`src/rtl/uart_pkg.sv`:
```
`default_nettype none

package uart_pkg;

    // Bus word and serial payload
    typedef logic [31:0] word_t;
    typedef logic [7:0]  byte_t;

    // Register offsets from the base address
    localparam word_t DIV_OFS = 32'h0000_0000;
    localparam word_t DAT_OFS = 32'h0000_0004;
    localparam word_t CFG_OFS = 32'h0000_0008;

    // Idle bit times sent after reset or a divider change
    localparam int unsigned GUARD_BITS = 15;

    typedef enum logic [1:0] {
        SEL_NONE,
        SEL_DIV,
        SEL_DAT,
        SEL_CFG
    } reg_sel_e;

    typedef enum logic [1:0] {
        RX_IDLE,   // Waiting for falling edge
        RX_START,  // Half bit to the start bit centre
        RX_DATA,
        RX_STOP
    } rx_state_e;

endpackage

`default_nettype wire
```
`src/rtl/uart_wb_top.sv`:
```
`timescale 1ns/10ps
`default_nettype none

module uart_wb_top #(
    parameter uart_pkg::word_t BASE_ADR = 32'h2000_0000
) (
    input  wire logic            clk,
    input  wire logic            resetn,

    input  wire uart_pkg::word_t wb_adr_i,
    input  wire uart_pkg::word_t wb_dat_i,
    input  wire logic [3:0]      wb_sel_i,
    input  wire logic            wb_we_i,
    input  wire logic            wb_cyc_i,
    input  wire logic            wb_stb_i,
    output logic                 wb_ack_o,
    output uart_pkg::word_t      wb_dat_o,

    output logic                 ser_tx_o,
    input  wire logic            ser_rx_i,
    output logic                 uart_enabled_o
);

    uart_pkg::word_t divider;
    logic            enable;
    logic            div_changed;
    logic            tx_start;
    uart_pkg::byte_t tx_data;
    logic            tx_busy;
    logic            rx_read;
    logic            rx_valid;
    uart_pkg::byte_t rx_data;

    assign uart_enabled_o = enable;

    uart_ctrl #(
        .BASE_ADR (BASE_ADR)
    ) u_ctrl (
        .clk           (clk),
        .resetn        (resetn),
        .wb_adr_i      (wb_adr_i),
        .wb_dat_i      (wb_dat_i),
        .wb_sel_i      (wb_sel_i),
        .wb_we_i       (wb_we_i),
        .wb_cyc_i      (wb_cyc_i),
        .wb_stb_i      (wb_stb_i),
        .wb_ack_o      (wb_ack_o),
        .wb_dat_o      (wb_dat_o),
        .tx_busy_i     (tx_busy),
        .rx_valid_i    (rx_valid),
        .rx_data_i     (rx_data),
        .divider_o     (divider),
        .enable_o      (enable),
        .div_changed_o (div_changed),
        .tx_start_o    (tx_start),
        .tx_data_o     (tx_data),
        .rx_read_o     (rx_read)
    );

    uart_tx u_tx (
        .clk           (clk),
        .resetn        (resetn),
        .divider_i     (divider),
        .enable_i      (enable),
        .div_changed_i (div_changed),
        .tx_start_i    (tx_start),
        .tx_data_i     (tx_data),
        .tx_busy_o     (tx_busy),
        .ser_tx_o      (ser_tx_o)
    );

    uart_rx u_rx (
        .clk        (clk),
        .resetn     (resetn),
        .divider_i  (divider),
        .enable_i   (enable),
        .rx_read_i  (rx_read),
        .ser_rx_i   (ser_rx_i),
        .rx_valid_o (rx_valid),
        .rx_data_o  (rx_data)
    );

endmodule

`default_nettype wire

```
`src/rtl/uart_rx.sv`:
```
`timescale 1ns/10ps
`default_nettype none

module uart_rx (
    input  wire logic            clk,
    input  wire logic            resetn,
    input  wire uart_pkg::word_t divider_i,
    input  wire logic            enable_i,
    input  wire logic            rx_read_i,
    input  wire logic            ser_rx_i,
    output logic                 rx_valid_o,
    output uart_pkg::byte_t      rx_data_o
);

    uart_pkg::rx_state_e state;
    uart_pkg::word_t     div_cnt;
    logic [2:0]          bit_idx;
    uart_pkg::byte_t     shift;
    logic                half_bit;
    logic                full_bit;
    logic                sample;
    logic                load;

    // Compare with one extra bit so large dividers do not wrap
    assign half_bit = ({div_cnt, 1'b0} > {1'b0, divider_i});
    assign full_bit = (div_cnt > divider_i);

    assign sample = (state == uart_pkg::RX_DATA) && full_bit;
    assign load   = (state == uart_pkg::RX_STOP) && full_bit;

    always_ff @(posedge clk) begin
        if (!resetn) begin
            state      <= uart_pkg::RX_IDLE;
            div_cnt    <= '0;
            bit_idx    <= 3'd0;
            rx_valid_o <= 1'b0;
        end else begin
            div_cnt <= div_cnt + 1'b1;
            if (rx_read_i)
                rx_valid_o <= 1'b0;

            case (state)
                uart_pkg::RX_IDLE: begin
                    div_cnt <= '0;
                    if (!ser_rx_i && enable_i)
                        state <= uart_pkg::RX_START;
                end
                uart_pkg::RX_START: begin
                    if (half_bit) begin
                        state   <= uart_pkg::RX_DATA;
                        div_cnt <= '0;
                        bit_idx <= 3'd0;
                    end
                end
                uart_pkg::RX_DATA: begin
                    if (full_bit) begin
                        div_cnt <= '0;
                        bit_idx <= bit_idx + 1'b1;
                        if (bit_idx == 3'd7)
                            state <= uart_pkg::RX_STOP;
                    end
                end
                uart_pkg::RX_STOP: begin
                    if (full_bit) begin
                        rx_valid_o <= 1'b1;  // Wins over a read in the same cycle
                        state      <= uart_pkg::RX_IDLE;
                    end
                end
                default: state <= uart_pkg::RX_IDLE;
            endcase
        end
    end

    // LSB arrives first
    always_ff @(posedge clk) begin
        if (sample)
            shift <= {ser_rx_i, shift[7:1]};
        if (load)
            rx_data_o <= shift;  // Overwrites an unread byte
    end

endmodule

`default_nettype wire

```
`src/rtl/uart_tx.sv`:
```
`timescale 1ns/10ps
`default_nettype none

module uart_tx (
    input  wire logic            clk,
    input  wire logic            resetn,
    input  wire uart_pkg::word_t divider_i,
    input  wire logic            enable_i,
    input  wire logic            div_changed_i,
    input  wire logic            tx_start_i,
    input  wire uart_pkg::byte_t tx_data_i,
    output logic                 tx_busy_o,
    output logic                 ser_tx_o
);

    logic [9:0]      pattern;   // Bit 0 is on the line
    logic [3:0]      bit_cnt;
    uart_pkg::word_t div_cnt;
    logic            guard_pend;
    logic            idle;

    assign idle      = (bit_cnt == 4'd0);
    assign tx_busy_o = !idle || guard_pend;
    assign ser_tx_o  = pattern[0];

    always_ff @(posedge clk) begin
        if (!resetn) begin
            pattern    <= '1;
            bit_cnt    <= 4'd0;
            div_cnt    <= '0;
            guard_pend <= 1'b1;  // Guard period after reset
        end else begin
            div_cnt <= div_cnt + 1'b1;

            if (guard_pend && idle) begin
                // Line stays high for the whole guard period
                pattern    <= '1;
                bit_cnt    <= 4'(uart_pkg::GUARD_BITS);
                div_cnt    <= '0;
                guard_pend <= 1'b0;
            end else if (tx_start_i && idle) begin
                pattern <= {1'b1, tx_data_i, 1'b0};  // Stop, data, start
                bit_cnt <= 4'd10;
                div_cnt <= '0;
            end else if (!idle && div_cnt > divider_i) begin
                pattern <= {1'b1, pattern[9:1]};
                bit_cnt <= bit_cnt - 1'b1;
                div_cnt <= '0;
            end

            // New divider while running, restart the guard
            if (div_changed_i && enable_i)
                guard_pend <= 1'b1;
        end
    end

endmodule

`default_nettype wire

```
`src/rtl/uart_ctrl.sv`:
```
`timescale 1ns/10ps
`default_nettype none

module uart_ctrl #(
    parameter uart_pkg::word_t BASE_ADR = 32'h2000_0000
) (
    input  wire logic            clk,
    input  wire logic            resetn,

    input  wire uart_pkg::word_t wb_adr_i,
    input  wire uart_pkg::word_t wb_dat_i,
    input  wire logic [3:0]      wb_sel_i,
    input  wire logic            wb_we_i,
    input  wire logic            wb_cyc_i,
    input  wire logic            wb_stb_i,
    output logic                 wb_ack_o,
    output uart_pkg::word_t      wb_dat_o,

    input  wire logic            tx_busy_i,
    input  wire logic            rx_valid_i,
    input  wire uart_pkg::byte_t rx_data_i,

    output uart_pkg::word_t      divider_o,
    output logic                 enable_o,
    output logic                 div_changed_o,
    output logic                 tx_start_o,
    output uart_pkg::byte_t      tx_data_o,
    output logic                 rx_read_o
);

    uart_pkg::reg_sel_e reg_sel;
    logic               valid;
    logic               dat_stall;  // Data write held off by the transmitter
    logic               wr_ack;

    assign valid = wb_cyc_i && wb_stb_i;

    // Full address compare, the base has a clear low byte
    always_comb begin
        reg_sel = uart_pkg::SEL_NONE;
        if (valid) begin
            if (wb_adr_i == (BASE_ADR | uart_pkg::DIV_OFS))
                reg_sel = uart_pkg::SEL_DIV;
            else if (wb_adr_i == (BASE_ADR | uart_pkg::DAT_OFS))
                reg_sel = uart_pkg::SEL_DAT;
            else if (wb_adr_i == (BASE_ADR | uart_pkg::CFG_OFS))
                reg_sel = uart_pkg::SEL_CFG;
        end
    end

    assign dat_stall = (reg_sel == uart_pkg::SEL_DAT) && wb_we_i && tx_busy_i;
    assign wb_ack_o  = (reg_sel != uart_pkg::SEL_NONE) && !dat_stall;
    assign wr_ack    = wb_ack_o && wb_we_i;

    // Strobes towards the datapath
    assign tx_start_o    = wr_ack && (reg_sel == uart_pkg::SEL_DAT) && wb_sel_i[0];
    assign tx_data_o     = wb_dat_i[7:0];
    assign rx_read_o     = wb_ack_o && !wb_we_i && (reg_sel == uart_pkg::SEL_DAT);
    assign div_changed_o = wr_ack && (reg_sel == uart_pkg::SEL_DIV) && (|wb_sel_i)
                           && enable_o;

    always_ff @(posedge clk) begin
        if (!resetn) begin
            divider_o <= 32'd1;
            enable_o  <= 1'b0;
        end else begin
            if (wr_ack && reg_sel == uart_pkg::SEL_DIV) begin
                for (int i = 0; i < 4; i++) begin
                    if (wb_sel_i[i])
                        divider_o[i*8 +: 8] <= wb_dat_i[i*8 +: 8];
                end
            end
            if (wr_ack && reg_sel == uart_pkg::SEL_CFG && wb_sel_i[0])
                enable_o <= wb_dat_i[0];  // Bit 0 only
        end
    end

    // Read data
    always_comb begin
        case (reg_sel)
            uart_pkg::SEL_DIV: wb_dat_o = divider_o;
            uart_pkg::SEL_CFG: wb_dat_o = {31'd0, enable_o};
            uart_pkg::SEL_DAT: begin
                if (rx_valid_i)
                    wb_dat_o = {24'd0, rx_data_i};
                else
                    wb_dat_o = '1;  // Nothing waiting
            end
            default:           wb_dat_o = '0;
        endcase
    end

endmodule

`default_nettype wire

```
`config.mk`:
```
export PLATFORM = sky130hd
export DESIGN_NAME = uart_wb_top
export DESIGN_NICKNAME = d
export VERILOG_FILES = /design/src/rtl/uart_pkg.sv /design/src/rtl/uart_wb_top.sv /design/src/rtl/uart_rx.sv /design/src/rtl/uart_tx.sv /design/src/rtl/uart_ctrl.sv
export SDC_FILE = /design/constraint.sdc
export NUM_CORES = 1
export LEC_CHECK = 0
export ABC_AREA = 1
export BUFFER_PORTS_ARGS = -buffer_cell sky130_fd_sc_hd__buf_2
export CORE_UTILIZATION = 30
export CTS_BUF_LIST = sky130_fd_sc_hd__clkbuf_8
export DETAILED_ROUTE_END_ITERATION = 8
export PLACE_DENSITY = 0.58
export SLEW_MARGIN = 20
export SYNTH_ARGS = -nofsm -noshare
export SYNTH_HDL_FRONTEND = slang
export SYNTH_SLANG_ARGS = --single-unit
```
`constraint.sdc`:
```
create_clock -name clk -period 3.2 [get_ports clk]
set_clock_uncertainty 0.05 [all_clocks]
set_input_delay 0.16 -clock clk [delete_from_list [all_inputs] [get_ports clk]]
set_output_delay 0.16 -clock clk [all_outputs]
set_load 0.005 [all_outputs]
```
# After elaboration in Yosys (flattened, before gate mapping)

Index checks and enable logic that the tools add are counted.

Register bits: 133
Bits of input ports: 74

Add/sub/neg operators: 4
Magnitude comparators: 3
Equal/unequal tests: 15
Muxes and demuxes: 26
Bitwise operators: 1
Reductions and logical operators: 42

Operators by type and width:

| cell                    | count |
|---|---|
| $pmux W32 S3            | 2 |
| $eq A32 B30 Y1 const B  | 3 |
| $mux W32                | 3 |
| $add A32 B1 Y32 const B | 2 |
| $gt A32 B32 Y1          | 2 |
| $gt A33 B32 Y1          | 1 |
| $logic_and A1 B1 Y1     | 21 |
| $mux W2                 | 9 |
| $mux W9                 | 2 |
| $mux W4                 | 3 |
| $eq A2 B2 Y1 const B    | 4 |
| $ne A2 B1 Y1 const B    | 4 |
| $pmux W2 S4             | 1 |
| $reduce_and A2 Y1       | 4 |
| $reduce_or A4 Y1        | 2 |
| $mux W3                 | 2 |
| $pmux W3 S2             | 1 |
| $reduce_bool A2 Y1      | 3 |
| $reduce_and A5 Y1       | 1 |
| $eq A2 B1 Y1 const B    | 2 |
| $logic_not A1 Y1        | 4 |
| $logic_not A4 Y1        | 1 |
| $reduce_or A2 Y1        | 2 |
| $sub A4 B1 Y4 const B   | 1 |
| other kinds (9)         | 11 |

# Depth between registers and ports, before layout

Depth after elaboration: 16
Gate-level depth with buffers: 22
Gate-level depth less buffers: 22

# Cells and area by module

A second synthesis with hierarchy kept.

Cell total of the unflattened synthesis: 1,315
Area total of the unflattened synthesis: 9,410.3 µm²

By module, submodules not included:

| module    | instances | cells each | area each (µm²) | seq. area each (µm²) |
|---|---|---|---|---|
| uart_rx   | 1         | 520        | 4,103.9         | 1,241.2 |
| uart_tx   | 1         | 465        | 3,279.4         | 920.9 |
| uart_ctrl | 1         | 330        | 2,026.9         | 660.6 |

# Least setup slack after synthesis

No wires, ideal clock.

Kind: flip-flop to flip-flop
Start point: register u_ctrl.divider_o[15]
End point: register u_rx.rx_data_o[0], enable pin
Arrival time: 1,697 ps
Required time: 2,776 ps
Setup slack: 1,079 ps
Stages on the path, launching flop included: 13
Path buffers: 0
Clock period less this slack: 2,121 ps
Path through: dfxtp_1 -> inv_1 -> ha_1 -> nand2_1 -> inv_1 -> nand3_1 -> nor3_1 -> nand2_1 -> nand2_1 -> nand2_1 -> nand2_1 -> nand2_1 -> nor2_1

Word-level cells in the longest chain between the ends: 2

Ends and longest elaborated chain:

| element                           | line            | RTL |
|---|---|---|
| from (decl)                       | uart_ctrl.sv:23 | `output uart_pkg::word_t divider_o,` |
| from (signal, indexed assignment) | uart_ctrl.sv:70 | `divider_o[i*8 +: 8] <= wb_dat_i[i*8 +: 8];` |
| $gt A32 B32 Y1                    | uart_rx.sv:26   | `assign full_bit = (div_cnt > divider_i);` |
| $logic_and A1 B1 Y1               | uart_rx.sv:29   | `assign load = (state == uart_pkg::RX_STOP) && full_bit;` |
| via u_rx.load                     | uart_rx.sv:22   | `logic load;` |
| to (signal assigned)              | uart_rx.sv:79   | `rx_data_o <= shift;` |
| to (decl)                         | uart_rx.sv:12   | `output uart_pkg::byte_t rx_data_o` |

The timed path passes the listed nets, and every way through them passes these cells.
A chain may end at the register's enable or synchronous reset.

# Final worst setup path

Start point: register u_ctrl.divider_o[17]
End point: register u_rx.div_cnt[4]

Word-level cells in the longest chain between the ends: 3
Elaborated cells between the ends (all ways): 5
Classes of those cells: order compare (2); mux (3)

Ends and longest elaborated chain:

| element                                                 | line                         | RTL |
|---|---|---|
| $gt A33 B32 Y1 / $gt A32 B32 Y1 (equally long branches) | uart_rx.sv:25, uart_rx.sv:26 |  |
| $mux W32, on equally long branches                      | uart_rx.sv:49, uart_rx.sv:56 |  |
| $pmux W32 S3 (*)                                        | uart_rx.sv:42                | `case (state)` |
| to (signal assigned)                                    | uart_rx.sv:38                | `div_cnt <= div_cnt + 1'b1;` |
| to (decl)                                               | uart_rx.sv:16                | `uart_pkg::word_t div_cnt;` |

Every way passes the cells marked *; elsewhere a longest branch is shown, timed or not.

==> out/metrics.yaml <==
logic_synthesis:
  synth_cell_type_count: 50
  synth.yosys.seq_area_share_pct: 30.6
  synth.cell_area_um2: 9220
  yosys-top-cells-area: "dfxtp_1, ha_1, nand2_1"
  yosys_register_bits: 133
  syn_avg_cell_area_um2: 7.40
  synthArstFlopShare_pct: 0
  yosysWarnings: 0
  netlist_instances: 1245
  synth_edf_count: 16
  synth_flop_cell: "dfxtp_1"
  synth_top_area_cell: "dfxtp_1"
  syn-num-nets: 1424
  synth.top_cell.area_share_pct: 25.4
drt:
  dr_total_vias: 8337
  wire_per_inst_um: 13.7
  totalWireLength_um: 24500
  antenna_left: 0
  drc: 0
  drt_iter0_drc: 541
  routed_via_density: 4.65
  drtPass1Iterations: 5
min_path:
  worst_hold_path_type: "input port to flip-flop"
setup_path:
  cpMaxStageDelayCell: "inv_1"
  critPathLaunch: "u_ctrl.divider_o[17]"
  cp_cell_sequence: "inv_1 > ha_1 > nand2_1 > nand2_1 > nand2_1 > nand2_1 > nand2_1 > a21oi_1 > nor2_1 > nand2_1 > nand2_1 > nand2_1 > nand2_1 > inv_1 > nand2_2 > buf_4 > nand4_1 > inv_1"
  endpoint: "u_rx.div_cnt[4]"
  cp_max_fo: 22
  critPathLaunchType: "flip-flop"
  worst-path-stages: 18
  worstPathArrival_ps: 3030
  timing.rr.end: "u_rx.div_cnt[4]"
  worstRegToRegCells: 18
  critPathRequiredTime_ps: 3540
  crit_path_max_incr_delay_ps: 330
  critPathBufInv: 4
  cp-end-kind: "flip-flop"
  rrSetupSlack_ps: 510
  critPathKind: "flip-flop to flip-flop"
  timing.rr.start: "u_ctrl.divider_o[17]"
  critPathTopFamily: "simple AND/OR/NAND/NOR gates"
  crit_top_cell: "nand2_1"
pwr:
  internal-power_mw: 2.84
  pwr-share-seq_pct: 43.8
  comb_power_share_pct: 21.6
  power_switching_mw: 1.39
  p_per_area_nw_per_um2: 389
  swShare_pct: 32.9
  pwr-share-clk_pct: 34.6
  p_leak_nw: 5.23
  ir_worst_vdd_uv: 288
run:
  drv_cap: 0
clock_tree:
  ctsResizeCount: 0
  clkLatencyLatePin_ps: 460
  cts.clk_slew.worst_paths_ps: 90
  htree_levels: 4
  clock-sinks: 133
  hold_buffers: 35
  cts_buffers: 17
  clock_path_buffers: 2
  postCtsSetupRepairBufs: 0
  cts_tree: "built"
  cts_root_buf: "clkbuf_8"
outcome:
  status: "finished, final reports clean"
layout:
  nets: 1568
  area_growth_pct: 18.1
  diodes: 0
  drive_above_1_share_pct: 17.0
sta:
  fin_crit_ps: 2690
  slew_violations: 0
  rsz0062_at_grt: "false"
  fin_setup_tns_ps: 0
  final.period_utilization_pct: 84.1
  setup_violations: 0
  slew_headroom_pct: 52.4
  worstMarginPinSlew_ps: 714
  max_freq_mhz: 372
  timing.hold.ws_ps: 75.6
  hold_viol: 0
grt:
  grt_pass1_wl_um: 39800
  antenna_found_initial: 0
  grt_pass1_vias: 7891
  grt_max_degree: 35
  gr-usage-all-layers_pct: 16.1
  gr-total-overflow: 0
placement:
  port_buffers: 108
  gp_congestion: 0.899
  dp_hpwl_um: 18800
floorplanning:
  die_area_um2: 31400
  fp-row-count: 63
  core_um2: 30000
  die_x_um: 177
  start_util_pct: 30.8
  ioPinCount: 109
  die_y_um: 177
==> logic make-up (layout without fill, tap and decap cells) <==
kind of cell / Yosys count / in the layout / synth area share, %
buffers and inverters: 229 / 386 / 10.1
AOI/OAI and AO/OA: 175 / 175 / 12.5
adders and majority gates: 105 / 105 / 14.3
DFF: 133 / 133 / 30.6
and+or+nand+nor: 567 / 567 / 29.1
xor gates and xnor gates: 36 / 36 / 3.42
==> layer usage <==
layer	GRT usage (%)	routed length, µm	vias to the layer above
met4	3.85	214	0
met1	21.4	11900	3742
li1	-	-	4361
met3	3.54	1350	17
met2	26.5	11000	217
met5	0	0	-
==> metrics by stage <==
stage	power (mW)	setup WS, ps	cell area, µm²	instances	util (%)
floorplan	2.55	1080	9220	1245	-
global placement	2.75	618	10100	1725	33.8
detailed placement	2.77	575	10100	1725	33.8
CTS	4.28	553	10900	1792	36.3
global route	4.50	252	10900	1792	36.3
finish	4.23	510	10900	1792	36.3
==> worst reg2reg max path, delay by kind of cell, from the launching register on <==
family | cells | cell delay [ps]
fa+ha+maj | 1 | 330
compound gates | 1 | 60
flops | 1 | 310
buf+inv | 4 | 760
simple gates | 12 | 1110
==> registers in the layout (all words and copies together) (netlist names), 2 cells and up <==
register / cells
u_rx.rx_data_o: 8
u_tx.div_cnt: 32
u_rx.div_cnt: 32
u_ctrl.divider_o: 32
u_tx.pattern: 9
u_tx.bit_cnt: 4
u_rx.bit_idx: 3
u_rx.shift: 8
u_rx.state: 2
==> layout make-up <==
type                       count  area (µm²)
timing repair buffer         150         943
multi-input combinational    883        5460
fill                        3135       19100
clock inverter                14         150
sequential                   133        2820
inverter                     204         771
clock buffer                  18         248
tap                          390         488
==> synthesized netlist by cell type, drive strengths merged (9+ instances only) <==
cell type    n
o21ai       74
clkbuf      10
dfxtp      117
xor2        27
xnor2        9
nand3       60
a211oi      33
buf         15
nor3        18
nor2       171
inv        202
nand2      250
ha         105
edfxtp      16
nand4       42
a21oi       56
==> power by group through the flow <==
stage / clock (mW) / combinational (mW) / sequential, mW
floorplan: 0 / 0.685 / 1.87
CTS: 1.51 / 0.921 / 1.85
finish: 1.46 / 0.915 / 1.85
global route: 1.59 / 1.05 / 1.86
global placement: 0 / 0.861 / 1.89
detailed placement: 0 / 0.885 / 1.89
==> worst min path at each step <==
stage,from,endpoint,cells after the start
detailed placement,ser_rx_i,u_rx.shift[7],1
global placement,ser_rx_i,u_rx.shift[7],1
finish,resetn,u_ctrl.divider_o[0],2
floorplan,ser_rx_i,u_rx.shift[7],0
CTS,resetn,u_ctrl.divider_o[0],2
global route,resetn,u_rx.bit_idx[1],3
==> cells in the final DEF (no fill, tap or decap), types with 18 or more instances in the layout <==
cell type	instances
dfxtp_1	117
clkbuf_8	18
o21ai_0	58
a21oi_1	56
nand2_1	241
xor2_1	27
dlygate4sd3_1	35
buf_2	108
nand4_1	40
nor2_1	153
inv_1	198
a211oi_2	31
ha_1	105
nand3_1	53
Note: power is estimated with default switching activity, not from simulation.
